<file path="src/source/pce_pad_macros.svh">
// Pad port constants for the controller port and its host register map
`ifndef PCE_PAD_MACROS_SVH
`define PCE_PAD_MACROS_SVH

//////////////////////////////////////////////////
// Multitap geometry
//////////////////////////////////////////////////

// Ports behind the multitap
`define PAD_PORTS 5

//////////////////////////////////////////////////
// Host register map
//////////////////////////////////////////////////

// Byte spacing of the pad button registers
// Port n lives at n * stride
`define PAD_REG_STRIDE 4

// Tap and six-button enables
`define PAD_CFG_OFFSET 8'h14

//////////////////////////////////////////////////
// Console encoding
//////////////////////////////////////////////////

// Fourth slot of a six-button pad, marks the extended half
`define PAD_ID_NIBBLE 4'h0

`endif

</file>
<file path="src/source/axi_lite_pkg.sv">
// AXI4-Lite channel types and response codes for the host bus
package axi_lite_pkg;

	typedef logic [7:0]  axil_addr_t;
	typedef logic [31:0] axil_data_t;
	typedef logic [1:0]  axil_resp_t;

	localparam axil_resp_t resp_okay   = 2'b00;
	localparam axil_resp_t resp_slverr = 2'b10;

	// Valid rides inside each channel, ready stays a scalar
	typedef struct packed {
		logic       valid;
		axil_addr_t addr;
	} axil_aw_t;

	typedef struct packed {
		logic       valid;
		axil_data_t data;
	} axil_w_t;

	typedef struct packed {
		logic       valid;
		axil_resp_t resp;
	} axil_b_t;

	typedef struct packed {
		logic       valid;
		axil_addr_t addr;
	} axil_ar_t;

	typedef struct packed {
		logic       valid;
		axil_data_t data;
		axil_resp_t resp;
	} axil_r_t;

	// One request in flight at a time
	typedef enum logic [1:0] {
		st_idle,
		st_wresp,
		st_rresp
	} axil_state_e;

endpackage

</file>
<file path="src/source/pad_pkg.sv">
// Pad side types for button words, port data and scan control
package pad_pkg;

	// Host buttons, set bit means pressed
	// 0 right, 1 left, 2 down, 3 up
	// 4 I, 5 II, 6 Select, 7 Run
	// 8..11 III to VI
	typedef logic [11:0] pad_buttons_t;

	// Console pad word, active low, four nibble slots
	// Slot 0 Run/Select/II/I
	// Slot 1 left/down/right/up
	// Slot 2 VI..III
	// Slot 3 ID nibble
	typedef logic [15:0] pad_word_t;

	typedef logic [3:0] pad_nibble_t;

	// Multitap port index, values past the last port read as no pad
	typedef logic [2:0] port_idx_t;

	// Configuration register bits 1:0
	typedef struct packed {
		logic tap_en;
		logic six_en;
	} pad_cfg_t;

	// Console pad lines
	typedef struct packed {
		logic sel;
		logic clr;
	} scan_ctrl_t;

endpackage

</file>
<file path="src/source/pad_host_regs.sv">
// AXI4-Lite slave holding the five pad button registers and the pad configuration
`timescale 1ns/1ps
`include "pce_pad_macros.svh"

module pad_host_regs (
	input  logic                   clk_sys,
	input  logic                   reset,
	input  axi_lite_pkg::axil_aw_t aw,
	output logic                   awready,
	input  axi_lite_pkg::axil_w_t  w,
	output logic                   wready,
	output axi_lite_pkg::axil_b_t  b,
	input  logic                   bready,
	input  axi_lite_pkg::axil_ar_t ar,
	output logic                   arready,
	output axi_lite_pkg::axil_r_t  r,
	input  logic                   rready,
	output pad_pkg::pad_buttons_t  pads [`PAD_PORTS],
	output pad_pkg::pad_cfg_t      cfg
);
	import axi_lite_pkg::*;
	import pad_pkg::*;

	axil_state_e state;
	axil_resp_t  resp_q;
	axil_data_t  rdata_q;
	axil_data_t  rd_data;
	logic        wr_accept;
	logic        rd_accept;
	logic        wr_pad_hit;
	logic        wr_cfg_hit;
	logic        rd_pad_hit;
	logic        rd_cfg_hit;
	port_idx_t   wr_idx;
	port_idx_t   rd_idx;

	function automatic logic is_pad_addr(input axil_addr_t addr);
		return (addr < `PAD_PORTS * `PAD_REG_STRIDE) && (addr % `PAD_REG_STRIDE == 0);
	endfunction

	function automatic port_idx_t pad_index(input axil_addr_t addr);
		return port_idx_t'(addr / `PAD_REG_STRIDE);
	endfunction

	//////////////////////////////////////////////////
	// Handshake
	//////////////////////////////////////////////////

	// Write wins a tie, nothing taken while a response waits
	assign wr_accept = (state == st_idle) && aw.valid && w.valid;
	assign rd_accept = (state == st_idle) && ar.valid && !wr_accept;

	assign awready = wr_accept;
	assign wready  = wr_accept;
	assign arready = rd_accept;

	assign b = '{valid: (state == st_wresp), resp: resp_q};
	assign r = '{valid: (state == st_rresp), data: rdata_q, resp: resp_q};

	// Address decode
	assign wr_pad_hit = is_pad_addr(aw.addr);
	assign wr_cfg_hit = (aw.addr == `PAD_CFG_OFFSET);
	assign wr_idx     = pad_index(aw.addr);
	assign rd_pad_hit = is_pad_addr(ar.addr);
	assign rd_cfg_hit = (ar.addr == `PAD_CFG_OFFSET);
	assign rd_idx     = pad_index(ar.addr);

	// Unmapped reads return zero
	always_comb begin
		rd_data = '0;
		if (rd_pad_hit) begin
			rd_data = {20'd0, pads[rd_idx]};
		end else if (rd_cfg_hit) begin
			rd_data = {30'd0, cfg};
		end
	end

	//////////////////////////////////////////////////
	// State and registers
	//////////////////////////////////////////////////

	always_ff @(posedge clk_sys) begin
		if (reset) begin
			state <= st_idle;
			cfg   <= '0;
			for (int i = 0; i < `PAD_PORTS; i++) begin
				pads[i] <= '0;
			end
		end else begin
			case (state)
				st_idle: begin
					if (wr_accept) begin
						state <= st_wresp;
						if (wr_pad_hit) begin
							pads[wr_idx] <= w.data[11:0];
						end else if (wr_cfg_hit) begin
							cfg <= pad_cfg_t'(w.data[1:0]);
						end
					end else if (rd_accept) begin
						state <= st_rresp;
					end
				end
				st_wresp: begin
					if (bready) begin
						state <= st_idle;
					end
				end
				st_rresp: begin
					if (rready) begin
						state <= st_idle;
					end
				end
				default: state <= st_idle;
			endcase
		end
	end

	// Response code and read data of the pending request
	always_ff @(posedge clk_sys) begin
		if (wr_accept) begin
			resp_q <= (wr_pad_hit || wr_cfg_hit) ? resp_okay : resp_slverr;
		end else if (rd_accept) begin
			resp_q  <= (rd_pad_hit || rd_cfg_hit) ? resp_okay : resp_slverr;
			rdata_q <= rd_data;
		end
	end

endmodule

</file>
<file path="src/source/pad_snapshot.sv">
// Remaps one port's host buttons into the console pad word and freezes it per scan
`timescale 1ns/1ps
`include "pce_pad_macros.svh"

module pad_snapshot (
	input  logic                  clk_sys,
	input  logic                  reset,
	input  pad_pkg::pad_buttons_t buttons,
	input  logic                  capture,
	output pad_pkg::pad_word_t    word
);
	import pad_pkg::*;

	pad_word_t remap;

	//////////////////////////////////////////////////
	// Console layout
	//////////////////////////////////////////////////

	// Lines are active low on the console side
	always_comb begin
		remap[3:0]   = ~buttons[7:4];
		remap[7:4]   = ~{buttons[1], buttons[2], buttons[0], buttons[3]};
		remap[11:8]  = ~buttons[11:8];
		remap[15:12] = `PAD_ID_NIBBLE;
	end

	//////////////////////////////////////////////////
	// Scan snapshot
	//////////////////////////////////////////////////

	// Loaded once at the start of a scan
	// Host writes during the scan wait for the next one
	always_ff @(posedge clk_sys) begin
		if (reset) begin
			word <= '1;
		end else if (capture) begin
			word <= remap;
		end
	end

endmodule

</file>
<file path="src/source/tap_scanner.sv">
// Multitap scanner that follows SEL/CLR and returns the selected pad nibble
`timescale 1ns/1ps
`include "pce_pad_macros.svh"

module tap_scanner (
	input  logic                clk_sys,
	input  logic                reset,
	input  pad_pkg::scan_ctrl_t scan,
	input  pad_pkg::pad_cfg_t   cfg,
	input  pad_pkg::pad_word_t  words [`PAD_PORTS],
	output logic                capture,
	output pad_pkg::pad_nibble_t nibble
);
	import pad_pkg::*;

	scan_ctrl_t scan_q;
	port_idx_t  port;
	logic       half;
	logic       clr_rise;
	logic       sel_rise;
	pad_word_t  port_word;

	//////////////////////////////////////////////////
	// Line edges
	//////////////////////////////////////////////////

	assign clr_rise = scan.clr && !scan_q.clr;
	assign sel_rise = scan.sel && !scan_q.sel;

	// Ports past the last one read as nothing pressed
	always_comb begin
		port_word = '1;
		if (port < `PAD_PORTS) begin
			port_word = words[port];
		end
	end

	//////////////////////////////////////////////////
	// Port and half tracking
	//////////////////////////////////////////////////

	always_ff @(posedge clk_sys) begin
		if (reset) begin
			scan_q  <= '0;
			port    <= '0;
			half    <= 1'b0;
			capture <= 1'b0;
			nibble  <= '0;
		end else begin
			scan_q  <= scan;
			capture <= clr_rise;

			if (scan.clr) begin
				port   <= '0;
				nibble <= '0;
				// Six-button pads flip halves on every scan
				if (clr_rise) begin
					half <= cfg.six_en ? !half : 1'b0;
				end
			end else begin
				// Stop at the first empty port so the index never wraps
				if (sel_rise && cfg.tap_en && (port < `PAD_PORTS)) begin
					port <= port + 3'd1;
				end
				// Slot is 2*half + SEL
				nibble <= port_word[{half, scan.sel, 2'b00} +: 4];
			end
		end
	end

endmodule

</file>
<file path="src/source/pce_pad_top.sv">
// Controller port top joining the host registers, the snapshots and the tap scanner
`timescale 1ns/1ps
`include "pce_pad_macros.svh"

module pce_pad_top (
	input  logic                   clk_sys,
	input  logic                   reset,
	input  axi_lite_pkg::axil_aw_t aw,
	output logic                   awready,
	input  axi_lite_pkg::axil_w_t  w,
	output logic                   wready,
	output axi_lite_pkg::axil_b_t  b,
	input  logic                   bready,
	input  axi_lite_pkg::axil_ar_t ar,
	output logic                   arready,
	output axi_lite_pkg::axil_r_t  r,
	input  logic                   rready,
	input  pad_pkg::scan_ctrl_t    scan,
	output pad_pkg::pad_nibble_t   nibble
);
	import pad_pkg::*;

	pad_buttons_t pads [`PAD_PORTS];
	pad_word_t    words [`PAD_PORTS];
	pad_cfg_t     cfg;
	logic         capture;

	pad_host_regs u_pad_host_regs (
		.clk_sys (clk_sys),
		.reset   (reset),
		.aw      (aw),
		.awready (awready),
		.w       (w),
		.wready  (wready),
		.b       (b),
		.bready  (bready),
		.ar      (ar),
		.arready (arready),
		.r       (r),
		.rready  (rready),
		.pads    (pads),
		.cfg     (cfg)
	);

	// One snapshot per multitap port
	generate
		for (genvar i = 0; i < `PAD_PORTS; i++) begin : g_snap
			pad_snapshot u_pad_snapshot (
				.clk_sys (clk_sys),
				.reset   (reset),
				.buttons (pads[i]),
				.capture (capture),
				.word    (words[i])
			);
		end
	endgenerate

	tap_scanner u_tap_scanner (
		.clk_sys (clk_sys),
		.reset   (reset),
		.scan    (scan),
		.cfg     (cfg),
		.words   (words),
		.capture (capture),
		.nibble  (nibble)
	);

endmodule

</file>
<file path="config.mk">
export PLATFORM = sky130hd
export DESIGN_NAME = pce_pad_top
export DESIGN_NICKNAME = d
export VERILOG_FILES = /design/src/source/axi_lite_pkg.sv /design/src/source/pad_pkg.sv /design/src/source/pad_host_regs.sv /design/src/source/pad_snapshot.sv /design/src/source/tap_scanner.sv /design/src/source/pce_pad_top.sv
export VERILOG_INCLUDE_DIRS = /design/src /design/src/source
export SDC_FILE = /design/constraint.sdc
export NUM_CORES = 1
export LEC_CHECK = 0
export BUFFER_PORTS_ARGS = -buffer_cell sky130_fd_sc_hd__buf_2
export CAP_MARGIN = 20
export CORE_MARGIN = 2
export CORE_UTILIZATION = 30
export DETAILED_ROUTE_END_ITERATION = 10
export SLEW_MARGIN = 20
export SYNTH_ARGS = -nofsm -noshare
export SYNTH_HDL_FRONTEND = slang
export SYNTH_HIERARCHICAL = 1
export SYNTH_SLANG_ARGS = --single-unit
</file>
<file path="constraint.sdc">
create_clock -name clk_sys -period 3.6 [get_ports clk_sys]
set_clock_uncertainty 0.05 [all_clocks]
set_input_delay 0.18 -clock clk_sys [delete_from_list [all_inputs] [get_ports clk_sys]]
set_output_delay 0.18 -clock clk_sys [all_outputs]
set_load 0.02 [all_outputs]
</file>
==> impl_metrics.py <==
metrics = {
    "placed_design": {
        "numPortBuffers": 59,
        "finalWeightedCongestion": 0.8231,
        "dp.cells": 1060,
        "detailedPlacementHpwl_um": 12800,
    },
    "timing": {
        "maxSlewViolCount": 0,
        "max_freq_mhz": 446.5,
        "final_min_period_over_clock_period_pct": 62.21,
        "final.min_clock_period_ns": 2.240,
        "final-hold-violation-count": 0,
        "timing_worst_slew_pin_value_ns": 1.007,
        "whs_ns": 0.08359,
        "setup_violations": 0,
        "rsz0062_at_grt": "no",
        "fin_setup_tns_ns": 0,
        "slew_headroom_pct": 32.77,
    },
    "clock_network": {
        "clock_tree.htree_level_count": 4,
        "cts.path.max_buffers": 2,
        "cts.sink_count": 153,
        "cts_resizes": 0,
        "cts_inserted_buffers": 17,
        "clock_tree_from_tritoncts": "yes",
        "root_buffer_selected_by_cts": "sky130_fd_sc_hd__clkbuf_16",
        "clk_transition_reported_paths_ns": 0.06,
        "clk_latency_ns": 0.43,
    },
    "worst_setup_path": {
        "arrival_ns": 2.50,
        "total_buffers_and_inverters_traversed_by_the_critical_path": 1,
        "cpMaxStageDelayCell": "sky130_fd_sc_hd__dfxtp_1",
        "critical_path.top_delay_family": "flip-flops",
        "path_class": "register to register",
        "crit_path_max_fanout": 16,
        "reg2reg_slack_ns": 1.36,
        "critPathCapture": "u_tap_scanner/nibble[2]$_SDFF_PP0_",
        "worst_setup_path_end_kind": "register",
        "timing.critical_path.depth": 5,
        "r2r_worst_path_depth": 5,
        "worst_path_largest_cell_delay_ns": 0.80,
        "cp-startpoint": "u_tap_scanner/port[0]$_SDFFE_PP0P_",
        "critical_path.cell_chain": "buf_4, mux2_2, o21ai_0, a31oi_1, o311a_1",
        "crit-reg2reg-capture": "u_tap_scanner/nibble[2]$_SDFF_PP0_",
        "worstSetupStartpointType": "register",
        "launch_point_of_the_worst_reg_to_reg_path": "u_tap_scanner/port[0]$_SDFFE_PP0P_",
        "crit_required_ns": 3.86,
    },
    "routing": {
        "first_iter_violations": 380,
        "met1Wirelength_um": 9331,
        "viasPerCell": 4.944,
        "antenna_violating_nets_post_route": 0,
        "drt_pass1_iterations": 4,
        "totalWireLength_um": 19700,
        "wire_per_inst_um": 17.97,
        "met3_wirelength_um": 944,
        "highest-signal-layer": "met5",
        "met2_length_um": 9081,
        "detail_route.drc_violations": 0,
        "routed-via-count": 5419,
    },
    "floorplan": {
        "placementRows": 57,
        "floorplan.initialDensity_pct": 30.72,
        "fp.dieH_um": 162.3,
        "die_x_um": 162.3,
        "design.die.area_um2": 26330,
        "io-pin-count": 102,
        "core_um2": 24460,
    },
    "pwr": {
        "cellPowerDensity_nw_per_um2": 462.6,
        "cellLeakagePower_nw": 3.498,
        "irDropWorstVdd_mv": 0.2851,
    },
    "cells_and_area": {
        "seqCellArea_um2": 3193,
        "number_of_nets_in_the_finished_design": 817,
        "areaGrowthSynthToFinish_pct": 12.15,
        "multi_input_area_um2": 3762,
        "drive_above_1_share_pct": 17.49,
        "fillerInstances": 2452,
        "antenna_cells_inserted": 0,
        "final_cells": 1096,
        "layout.cells.most_common": "sky130_fd_sc_hd__dfxtp_1",
        "highest_count_cells_in_the_layout_ignoring_fill_and_taps": "140 x sky130_fd_sc_hd__dfxtp_1, 90 x sky130_fd_sc_hd__nand2b_1, 83 x sky130_fd_sc_hd__mux2i_1",
    },
    "job": {
        "max-cap-violations": 0,
    },
    "logic_synthesis": {
        "synth_async_reset_ratio_pct": 0,
        "post_synth_inst_count": 738,
        "synth.cell_area_um2": 7516,
        "synth.yosys.seq_area_share_pct": 42.48,
        "synth-seq-cells": 153,
        "ys.flop_type": "sky130_fd_sc_hd__dfxtp_1",
        "ys.warnings.count": 6,
        "synth_edf_count": 13,
        "number_of_unique_standard_cell_types_used_by_synthesis": 61,
        "post_synth.cell_area_avg_um2": 10.18,
    },
    "status": {
        "run_status": "finished, final reports clean",
    },
    "grt": {
        "grt_first_pass_wirelength_um": 31190,
        "grt_start_max_net_pins": 59,
        "grt_pass1_vias": 5355,
        "grt_usage_pct": 15.38,
        "grt-ovfl-total": 0,
        "grt_antenna_before_repair": 1,
    },
    "min_path": {
        "worstHoldPathType": "primary input to register",
    },
}
[what timing repair did]
item | 4_1_cts | 5_1_grt
hold buffers | 4 | 0
setup buffers | 0 | 0
endpoints found under the hold margin | 5 | 0
[cell type report]
type                    instances  area share, %
repair buffers                 75          5.225
inverters                      11         0.4898
flip-flops and latches        153          37.88
clock inverters                10          1.084
clock buffers                  22          5.878
multi-input cells             501          44.63
well taps                     324          4.809
[worst reg2reg max path: cells and delay by family, from the launching register on]
kind                   cells  cell delay [ns]
DFF                        1             0.80
AOI/OAI and AO/OA          3             0.63
muxes                      1             0.34
buffers and inverters      1             0.30
[per-stage QoR]
stage / worst slack [ns] / utilization, % / power, mW / instance area, um2
6_report: 1.360 / 34.46 / 3.899 / 8429
5_1_grt: 1.241 / 34.46 / 4.053 / 8429
4_1_cts: 1.294 / 34.43 / 3.939 / 8423
3_5_place_dp: 1.364 / 31.87 / 2.186 / 7796
3_3_place_gp: 1.351 / 31.87 / 2.184 / 7796
2_1_floorplan: 1.489 / - / 2.110 / 7595
[sequential cells by signal (all words and copies together), names as in the netlist, 2 cells and up]
register	cells
u_tap_scanner/nibble	4
u_tap_scanner/port	3
u_pad_host_regs/pads	60
u_pad_host_regs/state	2
g_snap.u_pad_snapshot/word	65
u_pad_host_regs/cfg	2
u_tap_scanner/scan_q	2
u_pad_host_regs/rdata_q	12
[cells in the mapped netlist (all sizes together), types with 4 or more instances]
| cell type | number | area [um2] |
|---|---|---|
| mux2i | 83 | 830.8 |
| nor3 | 15 | 75.07 |
| nand3 | 4 | 20.02 |
| o21ai | 11 | 55.05 |
| or4 | 7 | 71.31 |
| nand2 | 9 | 33.78 |
| nor4 | 4 | 31.28 |
| clkbuf | 18 | 67.56 |
| a211o | 60 | 525.5 |
| edfxtp | 13 | 390.4 |
| nand3b | 5 | 37.54 |
| dfxtp | 140 | 2803 |
| a21o | 6 | 45.04 |
| or3 | 10 | 62.56 |
| nand2b | 90 | 563.0 |
| a31oi | 6 | 37.54 |
| nor2 | 7 | 26.28 |
| a21oi | 17 | 85.08 |
| buf | 76 | 550.5 |
| mux2 | 18 | 202.7 |
| o22ai | 10 | 62.56 |
| nor2b | 70 | 437.9 |
| inv | 10 | 37.54 |
[routing by layer]
metal	up-vias	GRT usage, %
met5	-	0
met4	2	5.471
met3	22	3.550
met2	118	23.85
met1	2653	20.96
li1	2624	-
[cells by family (layout without fill, tap and decap cells)]
| logic type | after synthesis | after routing | synth area share, % |
|---|---|---|---|
| AND/OR/NAND/NOR | 232 | 232 | 19.31 |
| AO/OA/AOI/OAI | 140 | 140 | 14.23 |
| adder cells (fa/ha/maj) | 1 | 1 | 0.1664 |
| XOR/XNOR | 2 | 2 | 0.2331 |
| other | 1 | 22 | 0.04989 |
| multiplexers | 104 | 104 | 14.75 |
| buffers and inverters | 105 | 118 | 8.773 |
| flip-flops | 153 | 153 | 42.48 |
[worst min path at each step]
stage / start / end / slack [ns] / cells after the start
6_report: w[9] / u_pad_host_regs/pads[9]$_SDFFE_PP0P_ / 0.08 / 3
5_1_grt: w[9] / u_pad_host_regs/pads[9]$_SDFFE_PP0P_ / 0.10 / 3
4_1_cts: w[2] / u_pad_host_regs/pads[50]$_SDFFE_PP0P_ / 0.07 / 3
3_5_place_dp: g_snap[0].u_pad_snapshot/word[9]$_SDFFE_PP1P_ / g_snap[0].u_pad_snapshot/word[9]$_SDFFE_PP1P_ / 0.40 / 1
3_3_place_gp: g_snap[0].u_pad_snapshot/word[9]$_SDFFE_PP1P_ / g_snap[0].u_pad_snapshot/word[9]$_SDFFE_PP1P_ / 0.39 / 1
2_1_floorplan: scan[0] / u_tap_scanner/port[0]$_SDFFE_PP0P_ / 0.21 / 1
[report_power, final]
group          switching, mW  internal, mW  total [mW]
Combinational          0.199         0.140       0.339
Clock                  0.700          1.05        1.75
Sequential            0.0398          1.78        1.82
Total                  0.939          2.96        3.90
Power figures use the tool's default switching activity.
